## src/source/cache_sync_config.svh

```systemverilog
`ifndef CACHE_SYNC_CONFIG_SVH
`define CACHE_SYNC_CONFIG_SVH

// geometry shared by the data and instruction caches
// both stores must agree slot for slot, so one set of numbers

// ways per cache
`define CS_WAYS   4

// block slots in each way
`define CS_BLKS   16

// line info word, valid bit on top of the tag
`define CS_INFO_W 26

// line payload, one full cache line
`define CS_LINE_W 512

// slot count is CS_WAYS * CS_BLKS
// keep both powers of two, the walker counts way and block as one index

`endif

```

## src/source/cache_sync_pkg.sv

```systemverilog
`default_nettype none

`include "cache_sync_config.svh"

package cache_sync_pkg;

  // slot address, same layout in both stores
  typedef struct packed {
    logic [$clog2(`CS_WAYS)-1:0] way_id; // upper bits of the walk index
    logic [$clog2(`CS_BLKS)-1:0] blk_id;
  } line_addr_t;

  // per-line bookkeeping word
  typedef struct packed {
    logic                  valid; // zero after reset
    logic [`CS_INFO_W-2:0] tag;
  } line_info_t;

  // raw line payload
  typedef logic [`CS_LINE_W-1:0] line_data_t;

  // one line in flight from dcache to icache
  // used on the read-packet link and on the write link
  typedef struct packed {
    line_addr_t addr; // target slot
    line_info_t info;
    line_data_t data;
  } sync_packet_t;

endpackage

`default_nettype wire

```

## src/source/cache_sync.sv

```systemverilog
`default_nettype none

module cache_sync
  import cache_sync_pkg::*;
(
  input  wire               clk,
  input  wire               rst,
  // fence.i request from the core
  input  wire               i_fencei_req,
  output logic              o_fencei_ack,
  // dcache read side
  output logic              o_sync_rreq,
  input  wire               i_sync_rack,
  input  wire               i_sync_rpackreq,
  output logic              o_sync_rpackack,
  input  wire sync_packet_t i_sync_rpacket,
  // icache write side
  output logic              o_sync_wreq,
  input  wire               i_sync_wack,
  output sync_packet_t      o_sync_wpacket
);

  localparam logic [1:0] S_IDLE  = 2'd0; // waiting for fence.i
  localparam logic [1:0] S_READ  = 2'd1; // take a packet or finish the walk
  localparam logic [1:0] S_WRITE = 2'd2; // push packet into icache
  localparam logic [1:0] S_ACK   = 2'd3; // ack the packet, wait for rpackreq to fall

  logic [1:0] state;
  logic       hs_rd;        // walk finished
  logic       hs_wr;        // icache took the line
  logic       fence_served; // request already answered
  logic       start;

  assign hs_rd = o_sync_rreq & i_sync_rack;
  assign hs_wr = o_sync_wreq & i_sync_wack;

  // a held request is answered once, needs to drop before the next fence
  assign start = i_fencei_req & ~o_fencei_ack & ~fence_served;

  always_ff @(posedge clk) begin
    if (rst) begin
      fence_served <= 1'b0;
    end else if (!i_fencei_req) begin
      fence_served <= 1'b0;
    end else if (hs_rd) begin
      fence_served <= 1'b1; // rises with the ack
    end
  end

  always_ff @(posedge clk) begin
    if (rst) begin
      state           <= S_IDLE;
      o_fencei_ack    <= 1'b0;
      o_sync_rreq     <= 1'b0;
      o_sync_rpackack <= 1'b0;
      o_sync_wreq     <= 1'b0;
    end else begin
      case (state)
        S_IDLE: begin
          o_fencei_ack <= 1'b0; // single-cycle pulse
          if (start) begin
            state <= S_READ;
          end
        end
        S_READ: begin
          if (hs_rd) begin
            o_sync_rreq  <= 1'b0;
            o_fencei_ack <= 1'b1;
            state        <= S_IDLE;
          end else begin
            o_sync_rreq <= 1'b1; // held across write and ack states
            if (i_sync_rpackreq) begin
              state <= S_WRITE; // packet latched this edge
            end
          end
        end
        S_WRITE: begin
          if (hs_wr) begin
            o_sync_wreq     <= 1'b0;
            o_sync_rpackack <= 1'b1;
            state           <= S_ACK;
          end else begin
            o_sync_wreq <= 1'b1;
          end
        end
        S_ACK: begin
          o_sync_rpackack <= 1'b0;
          if (!i_sync_rpackreq) begin
            state <= S_READ; // walker moved on
          end
        end
        default: state <= S_IDLE;
      endcase
    end
  end

  // write register, loaded once per offered packet
  always_ff @(posedge clk) begin
    if (state == S_READ && i_sync_rpackreq) begin
      o_sync_wpacket <= i_sync_rpacket;
    end
  end

endmodule

`default_nettype wire

```

## config.mk

```make
export PLATFORM = sky130hd
export DESIGN_NAME = cache_sync
export DESIGN_NICKNAME = d
export VERILOG_FILES = /design/src/source/cache_sync_pkg.sv /design/src/source/cache_sync.sv
export VERILOG_INCLUDE_DIRS = /design/src /design/src/source
export SDC_FILE = /design/constraint.sdc
export NUM_CORES = 1
export LEC_CHECK = 0
export BUFFER_PORTS_ARGS = -buffer_cell sky130_fd_sc_hd__buf_2
export CAP_MARGIN = 20
export CORE_AREA = 2 2 432 434
export CTS_BUF_LIST = sky130_fd_sc_hd__clkbuf_16
export DETAILED_ROUTE_END_ITERATION = 10
export DIE_AREA = 0 0 434 436
export GPL_ROUTABILITY_DRIVEN = 1
export PLACE_DENSITY = 0.3
export SKIP_LAST_GASP = 1
export SLEW_MARGIN = 20
export SYNTH_ARGS = -nofsm -noshare
export SYNTH_HDL_FRONTEND = slang
export SYNTH_SLANG_ARGS = --single-unit
```

## constraint.sdc

```tcl
create_clock -name clk -period 26.7 [get_ports clk]
set_clock_uncertainty 0.1 [all_clocks]
set_input_delay 4.005 -clock clk [delete_from_list [all_inputs] [get_ports clk]]
set_output_delay 4.005 -clock clk [all_outputs]
set_load 0.02 [all_outputs]
```

Word-level counts from Yosys, hierarchy flattened. Index checks and enable logic that the tools add are counted.

Reduce and logical (&&, ||, !) cells: 8. Bitwise logic cells: 7. Equal/unequal tests: 8. Multiplexer cells: 12.

Operators by type and width (count): $mux 2 (5); $ne 2x2->1 const B (4); $pmux 2 s4 (1); $and 1x1->1 (4); $eq 2x2->1 const B (2); $mux 1 (4); $pmux 1 s2 (2); $reduce_and 2->1 (2); $reduce_and 4->1 (1); $reduce_bool 2->1 (2); $ne 3x3->1 const B (1); $not 1->1 (3); $eq 2x1->1 const B (1); $logic_not 2->1 (1); $reduce_or 2->1 (1); $logic_and 1x1->1 (1).

Register bits after elaboration: 551. Word-level logic and storage cells: 46.

Depth between registers and ports, before layout. Gate-level depths: netlist of run 1.

Depth in word-level cells: 5. Mapped depth: 5.

Worst setup path after synthesis of run 1. No wires, ideal clock.

Path kind: input to register. From: input i_sync_rpackreq. To: register o_sync_wpacket[0] in the netlist's numbering, enable pin. Arrival time: 16.122 ns. Cell stages on the path: 1. Setup slack: 9.500 ns. Buffers on the path: 0. Library setup time: 0.977 ns. Path through: and2_1.

Word-level cells in the longest chain between the ends: 1.

RTL lines: start: declaration (line cache_sync.sv:14) `input wire i_sync_rpackreq,`; $logic_and 1x1->1 (line cache_sync.sv:99) `if (state == S_READ && i_sync_rpackreq) begin`; end signal: assignment (line cache_sync.sv:100) `o_sync_wpacket <= i_sync_rpacket;`; end: declaration (line cache_sync.sv:20) `output sync_packet_t o_sync_wpacket`.

No other way between the ends. A chain may end at the register's enable or synchronous reset.

Worst setup path in the final report of run 1.
From: input i_sync_rpackreq. To: register o_sync_wpacket[309] in the netlist's numbering, enable pin.

Same word-level chain as after synthesis.

==> flow_metrics.tcl, run 1 <==
set metrics [dict create \
    yosys_register_bits 551 \
    max_cap_viol_count 0 \
    timing_worst_slew_pin_value_ns 1.10 \
    antenna_found_initial 159 \
    design.core.area_sq_mm 0.185 \
    timing.hold.worst_path_depth 2 \
    placement_rows 158 \
    dieHeight_um 436 \
    drt_first_iter_violations 851 \
    drt-wirelength-per-cell_um 28.7 \
    hold_path_class "flop to flop" \
    post_synthesis_simple_gate_area_fraction 0.00508 \
    final_cell_mix "buf_2 (1097), edfxtp_1 (544), clkbuf_16 (79)" \
    drt_wl_total_mm 124 \
    power_per_cell_area_mw_per_mm2 98.0 \
    detail_route.vias_per_cell 2.79 \
    cts.root.buffer_cell "clkbuf_16" \
    cts.htree.levels 3 \
    start_util 0.0908 \
    yosys.area_share.adder 0.00373 \
    synth_nets 1146 \
    leading_cell_type_in_the_layout_fill_and_taps_excluded "buf_2" \
    critical_path_peak_fanout 148 \
    hold_violation_total_from_the_final_report 0 \
    via_count 12066 \
    synth_xor_xnor_area_share 0 \
    synthesis.area_sq_mm 0.0168 \
    yosysWarnings 0 \
    drcViolationCount 0 \
    post-route-cell-area_sq_mm 0.0280 \
    setup_tns_ns 0 \
    port_buffers 1097 \
    internal_power_uw 1840 \
    fraction_of_synthesized_area_in_multiplexers 0.00149 \
    power.share.combinational 0.180 \
    outcome "finished clean" \
    clock_path_buffers 3 \
    final_antenna_net_count 0 \
    nets 2330 \
    final_layout_size_suffix_gt1_frac 0.667 \
    timing_max_transition_violations_final 0 \
    cts_buffer_count 79 \
    crit_type "primary input to flop" \
    final.period_utilization 0.262 \
    synth-compound-area-share 0.00523 \
    switching_share 0.329 \
    avg_inst_size_synth_sq_um 28.4 \
    cts.sinks 551 \
    ff2ff_path_depth 6 \
    total_leakage_power_uw 0.0108 \
    largest_net_degree_at_the_start_of_global_routing 149 \
    power_frac_seq 0.440 \
    firstDrtPassIters 5 \
    io_pins 1098 \
    cts_hold_buffers 0 \
    synth_top_family_by_area "compound AO/OA/AOI/OAI gates" \
    timing.fmax_ghz 0.143 \
    area_delta_synth_final_pct 66.9 \
    layout_min_cycle_time_ns 6.99 \
    postPlaceCellArea_sq_mm 0.0254 \
    cts_tree "done" \
    cts.repair_timing.setup_buffer_count 0 \
    groute.usage.overall 0.127 \
    setup_repair_after_global_routing_missed_its_margin "false" \
    netSwitchingPower_uw 902 \
    clkPwrFrac 0.380 \
    syn-instance-count 591 \
    dp.final_hpwl_mm 106 \
    dieArea_sq_mm 0.189 \
    finalWeightedCongestion 1.01 \
    crit_required_ns 26.89 \
    max_slew_margin 0.265 \
    synth.yosys.seq_area_share 0.983 \
    clk_pin_slew_ns 0.06 \
    via_count_of_the_first_global_routing_pass 11671 \
    chipWidth_um 434 \
    yosys.cell_types.count 22 \
    setup-violations-final 0 \
    clock_insertion_delay_worst_skew_ns 0.69 \
    worst-endpoint-arrival_ns 7.18 \
    setup_crit_start_kind "primary input" \
    grt_first_pass_wirelength_mm 148 \
    timing.critical_path.to_type "flop" \
    post_cts_resized 0 \
    vdd_ir_drop_max_v 0.0000439 \
    grt.overflow.total 0 \
]
-- final timing paths --
path | startpoint | end | slack, ns
worst max-delay path | i_sync_rpackreq | o_sync_wpacket[309] | 19.71
worst min-delay path | state[1] | state[1] | 0.42
worst max register to register | state[1] | o_sync_wpacket[309] | 22.40
worst min register to register | state[1] | state[1] | 0.42
-- synth_stat cells --
| cell type | count | area (sq um) |
|---|---|---|
| and2_1 | 1 | 6.26 |
| nand3_1 | 2 | 10.0 |
| edfxtp_1 | 544 | 16300 |
| a31oi_1 | 1 | 6.26 |
| nor2b_1 | 1 | 6.26 |
| o21ai_0 | 3 | 15.0 |
| nor3_1 | 1 | 5.00 |
| nand2_1 | 2 | 7.51 |
| o211ai_2 | 1 | 12.5 |
| o31ai_4 | 1 | 21.3 |
| dfxtp_1 | 7 | 140 |
| nor2_1 | 6 | 22.5 |
| nand2_2 | 1 | 6.26 |
| mux2i_1 | 1 | 10.0 |
| mux2_4 | 1 | 15.0 |
| inv_1 | 4 | 15.0 |
| nand2b_1 | 2 | 12.5 |
| or3b_1 | 1 | 8.76 |
| ha_1 | 5 | 62.6 |
| a22oi_2 | 1 | 12.5 |
| buf_4 | 1 | 7.51 |
| a21oi_1 | 4 | 20.0 |
-- cell families (layout without fill, tap and decap cells) --
kind of cell / Yosys count / count (layout)
simple gates: 17 / 17
fa+ha+maj: 5 / 5
mux: 2 / 2
other cells: 0 / 9
compound gates: 11 / 11
buf+inv: 5 / 1251
flops: 551 / 551
-- critical path, stage by stage --
cell and delay (ns):
buf_2 0.14, and2_4 0.59, buf_4 0.64, buf_12 0.53
buf_4 0.84
-- per-layer routing --
metal  vias up  routed length, um  share of wire  track usage
met3       325              15900           0.13       0.0663
met1      6002              47400           0.38        0.146
met5         -                 34        0.00027            0
li1       4798                  -              -            -
met2       935              57300           0.46        0.205
met4         6               3470          0.028       0.0304
-- registers in the layout, indices dropped and copies added (netlist names) --
register         count
state                2
o_sync_wpacket     544
o_sync_rreq          1
o_sync_rpackack      1
o_fencei_ack         1
o_sync_wreq          1
fence_served         1
-- layout make-up --
cell class                 instances  area, sq um
antenna                            9         22.5
clock buffer                      79         1980
clock inverter                    64          554
fill                           20637       157000
inverter                           4         15.0
multi-input combinational         35          263
sequential                       551        16500
tap                             2480         3100
timing repair buffer            1104         5560
-- metrics by stage --
stage	instances	utilization	hold WS [ns]	worst slack [ns]	total power, uW
6_report	4326	0.151	0.419	19.71	2740
3_3_place_gp	4174	0.138	0.418	18.99	1730
4_1_cts	4317	0.151	0.430	19.76	2800
5_1_grt	4319	0.151	0.459	19.53	2860
3_5_place_dp	4174	0.138	0.419	18.98	1720
2_1_floorplan	591	-	0.384	9.50	1490
-- power by group through the flow --
| stage | combinational, uW | sequential (uW) | clock, uW |
|---|---|---|---|
| 6_report | 492 | 1210 | 1040 |
| 5_1_grt | 524 | 1220 | 1120 |
| 4_1_cts | 502 | 1210 | 1090 |
| 3_5_place_dp | 501 | 1220 | 0 |
| 3_3_place_gp | 502 | 1230 | 0 |
| 2_1_floorplan | 60.2 | 1430 | 0 |
No activity file was read; power rests on OpenSTA's default activity.
==> run 2: changes to the inputs <==
Settings changed: CORE_AREA 2 2 432 434 to 2 2 422 424, DIE_AREA 0 0 434 436 to 0 0 424 426.
Clock period 26.7 ns to 7.32 ns, I/O delays scaled along.
==> run 2 against run 1 <==
  * Clock-buffer cell count shrank 3
  * Worst setup slack worse by 15 ns
  * Largest cell class unchanged
  * Via count fell by 1.0%
  * Global-route usage up 0.36 points
==> flow_metrics.tcl, run 2 (same netlist as run 1, synthesis figures left out) <==
set metrics [dict create \
    outcome "finished clean" \
    critical_path_peak_fanout 145 \
    layout_min_cycle_time_ns 2.76 \
    timing_max_transition_violations_final 0 \
    cts.sinks 551 \
    start_util 0.0954 \
    final_antenna_net_count 0 \
    cts_tree "done" \
    cts.root.buffer_cell "clkbuf_16" \
    postPlaceCellArea_sq_mm 0.0253 \
    register_containing_the_most_flip_flops_in_the_final_layout "o_sync_wpacket" \
    antenna_found_initial 139 \
    total_leakage_power_uw 0.0108 \
    worst_path_top_cell_family_by_delay "buffers and inverters" \
    path_buf_inv 2 \
    hold_ws_ns 0.427 \
    cpMaxStageDelayCell "and2_4" \
    clk_pin_slew_ns 0.06 \
    drcViolationCount 0 \
    port_buffers 1097 \
    vdd_ir_drop_max_v 0.000148 \
    final_layout_size_suffix_gt1_frac 0.665 \
    post_cts_resized 0 \
    crit_type "flop to flop" \
    grt_first_pass_wirelength_mm 147 \
    finalWeightedCongestion 0.936 \
    final_util 0.158 \
    post-route-cell-area_sq_mm 0.0278 \
    detail_route.vias_per_cell 2.86 \
    dieHeight_um 426 \
    cts_hold_buffers 0 \
    cts.htree.levels 3 \
    firstDrtPassIters 5 \
    filler_cell_count 19559 \
    final.period_utilization 0.377 \
    design.core.area_sq_mm 0.176 \
    grt.overflow.total 0 \
    largest_registers "o_sync_wpacket (544), state (2)" \
    dieArea_sq_mm 0.181 \
    largest_net_degree_at_the_start_of_global_routing 146 \
    placement_rows 154 \
    hold_violation_total_from_the_final_report 0 \
    drt-wirelength-per-cell_um 29.4 \
    max_cap_viol_count 0 \
    worst-endpoint-arrival_ns 2.95 \
    leading_cell_type_in_the_layout_fill_and_taps_excluded "buf_2" \
    chipWidth_um 424 \
    hold_path_class "flop to flop" \
    timing.critical_path.to_type "flop" \
    dp.final_hpwl_mm 105 \
    final_cell_mix "buf_2 (1097), edfxtp_1 (544), clkbuf_16 (76)" \
    clock_insertion_delay_worst_skew_ns 0.69 \
    clock_path_buffers 3 \
    setup-violations-final 0 \
    via_count_of_the_first_global_routing_pass 11608 \
    cts_buffer_count 76 \
    max_slew_margin 0.324 \
    timing_worst_slew_pin_value_ns 1.01 \
    io_pins 1098 \
    groute.usage.overall 0.130 \
    timing.fmax_ghz 0.363 \
    setup_tns_ns 0 \
    crit_required_ns 7.52 \
    largest_register_ff_count 544 \
    setup_crit_start_kind "flop" \
    crit_chain "inv_1 > ha_1 > and2_4 > buf_12" \
    setup_repair_after_global_routing_missed_its_margin "false" \
    area_delta_synth_final_pct 65.6 \
    cts.repair_timing.setup_buffer_count 0 \
    drt_first_iter_violations 819 \
    via_count 11945 \
    maximum_single_stage_delay_on_the_critical_path_ns 0.65 \
    nets 2326 \
    power_per_cell_area_mw_per_mm2 356 \
    drt_wl_total_mm 123 \
]
-- run 2: cell types whose count changed in the layout (fill, tap and decap cells not counted), moves of 2 or more --
cell,delta
clkinv_16,+2
buf_4,-3
clkinv_2,-2
inv_1,+5
buf_12,+2
inv_6,-4
clkbuf_16,-3
clkinv_1,-3
-- run 2: final timing paths --
path                 from             endpoint  slack [ns]  cells after the start
max              state[1]  o_sync_wpacket[268]        4.56                      4
min          fence_served         fence_served        0.43                      2
max reg2reg      state[1]  o_sync_wpacket[268]        4.56                      4
min reg2reg  fence_served         fence_served        0.43                      2
-- run 2: power by group --
part	switching (uW)	internal, uW	total, uW
logic	1340	435	1780
registers	266	4110	4380
clock network	1610	2130	3740
total	3220	6670	9890
-- run 2: final cells by class --
class / instances / area [sq um] / area share
Timing Repair Buffer: 1103 / 5570 / 0.201
Clock buffer: 76 / 1900 / 0.0685
Clock inverter: 62 / 579 / 0.0209
Multi-Input combinational cell: 35 / 263 / 0.00947
Inverter: 4 / 15.0 / 0.000541
Antenna cell: 9 / 22.5 / 0.000811
Tap cell: 2340 / 2930 / 0.105
Sequential cell: 551 / 16500 / 0.594
-- run 2: worst reg2reg max path: stages, from the launching register on --
cell     delay (ns)
dfxtp_1        0.35
inv_1          0.12
ha_1           0.26
and2_4         0.65
buf_12         0.59
-- run 2: stage by stage --
| stage | std cells | total power (uW) | setup WS [ns] |
|---|---|---|---|
| 4_1_cts | 4171 | 10100 | 4.50 |
| 5_1_grt | 4172 | 10300 | 4.38 |
| 6_report | 4180 | 9890 | 4.56 |
| 2_1_floorplan | 591 | 5190 | 1.91 |
| 3_5_place_dp | 4033 | 6240 | 4.04 |
| 3_3_place_gp | 4033 | 6260 | 4.05 |
-- run 2: routing by layer --
layer / wire length [um] / GRT usage
met5: 27 / 0
met2: 57000 / 0.207
met3: 14100 / 0.0626
met1: 48100 / 0.156
met4: 3710 / 0.0355
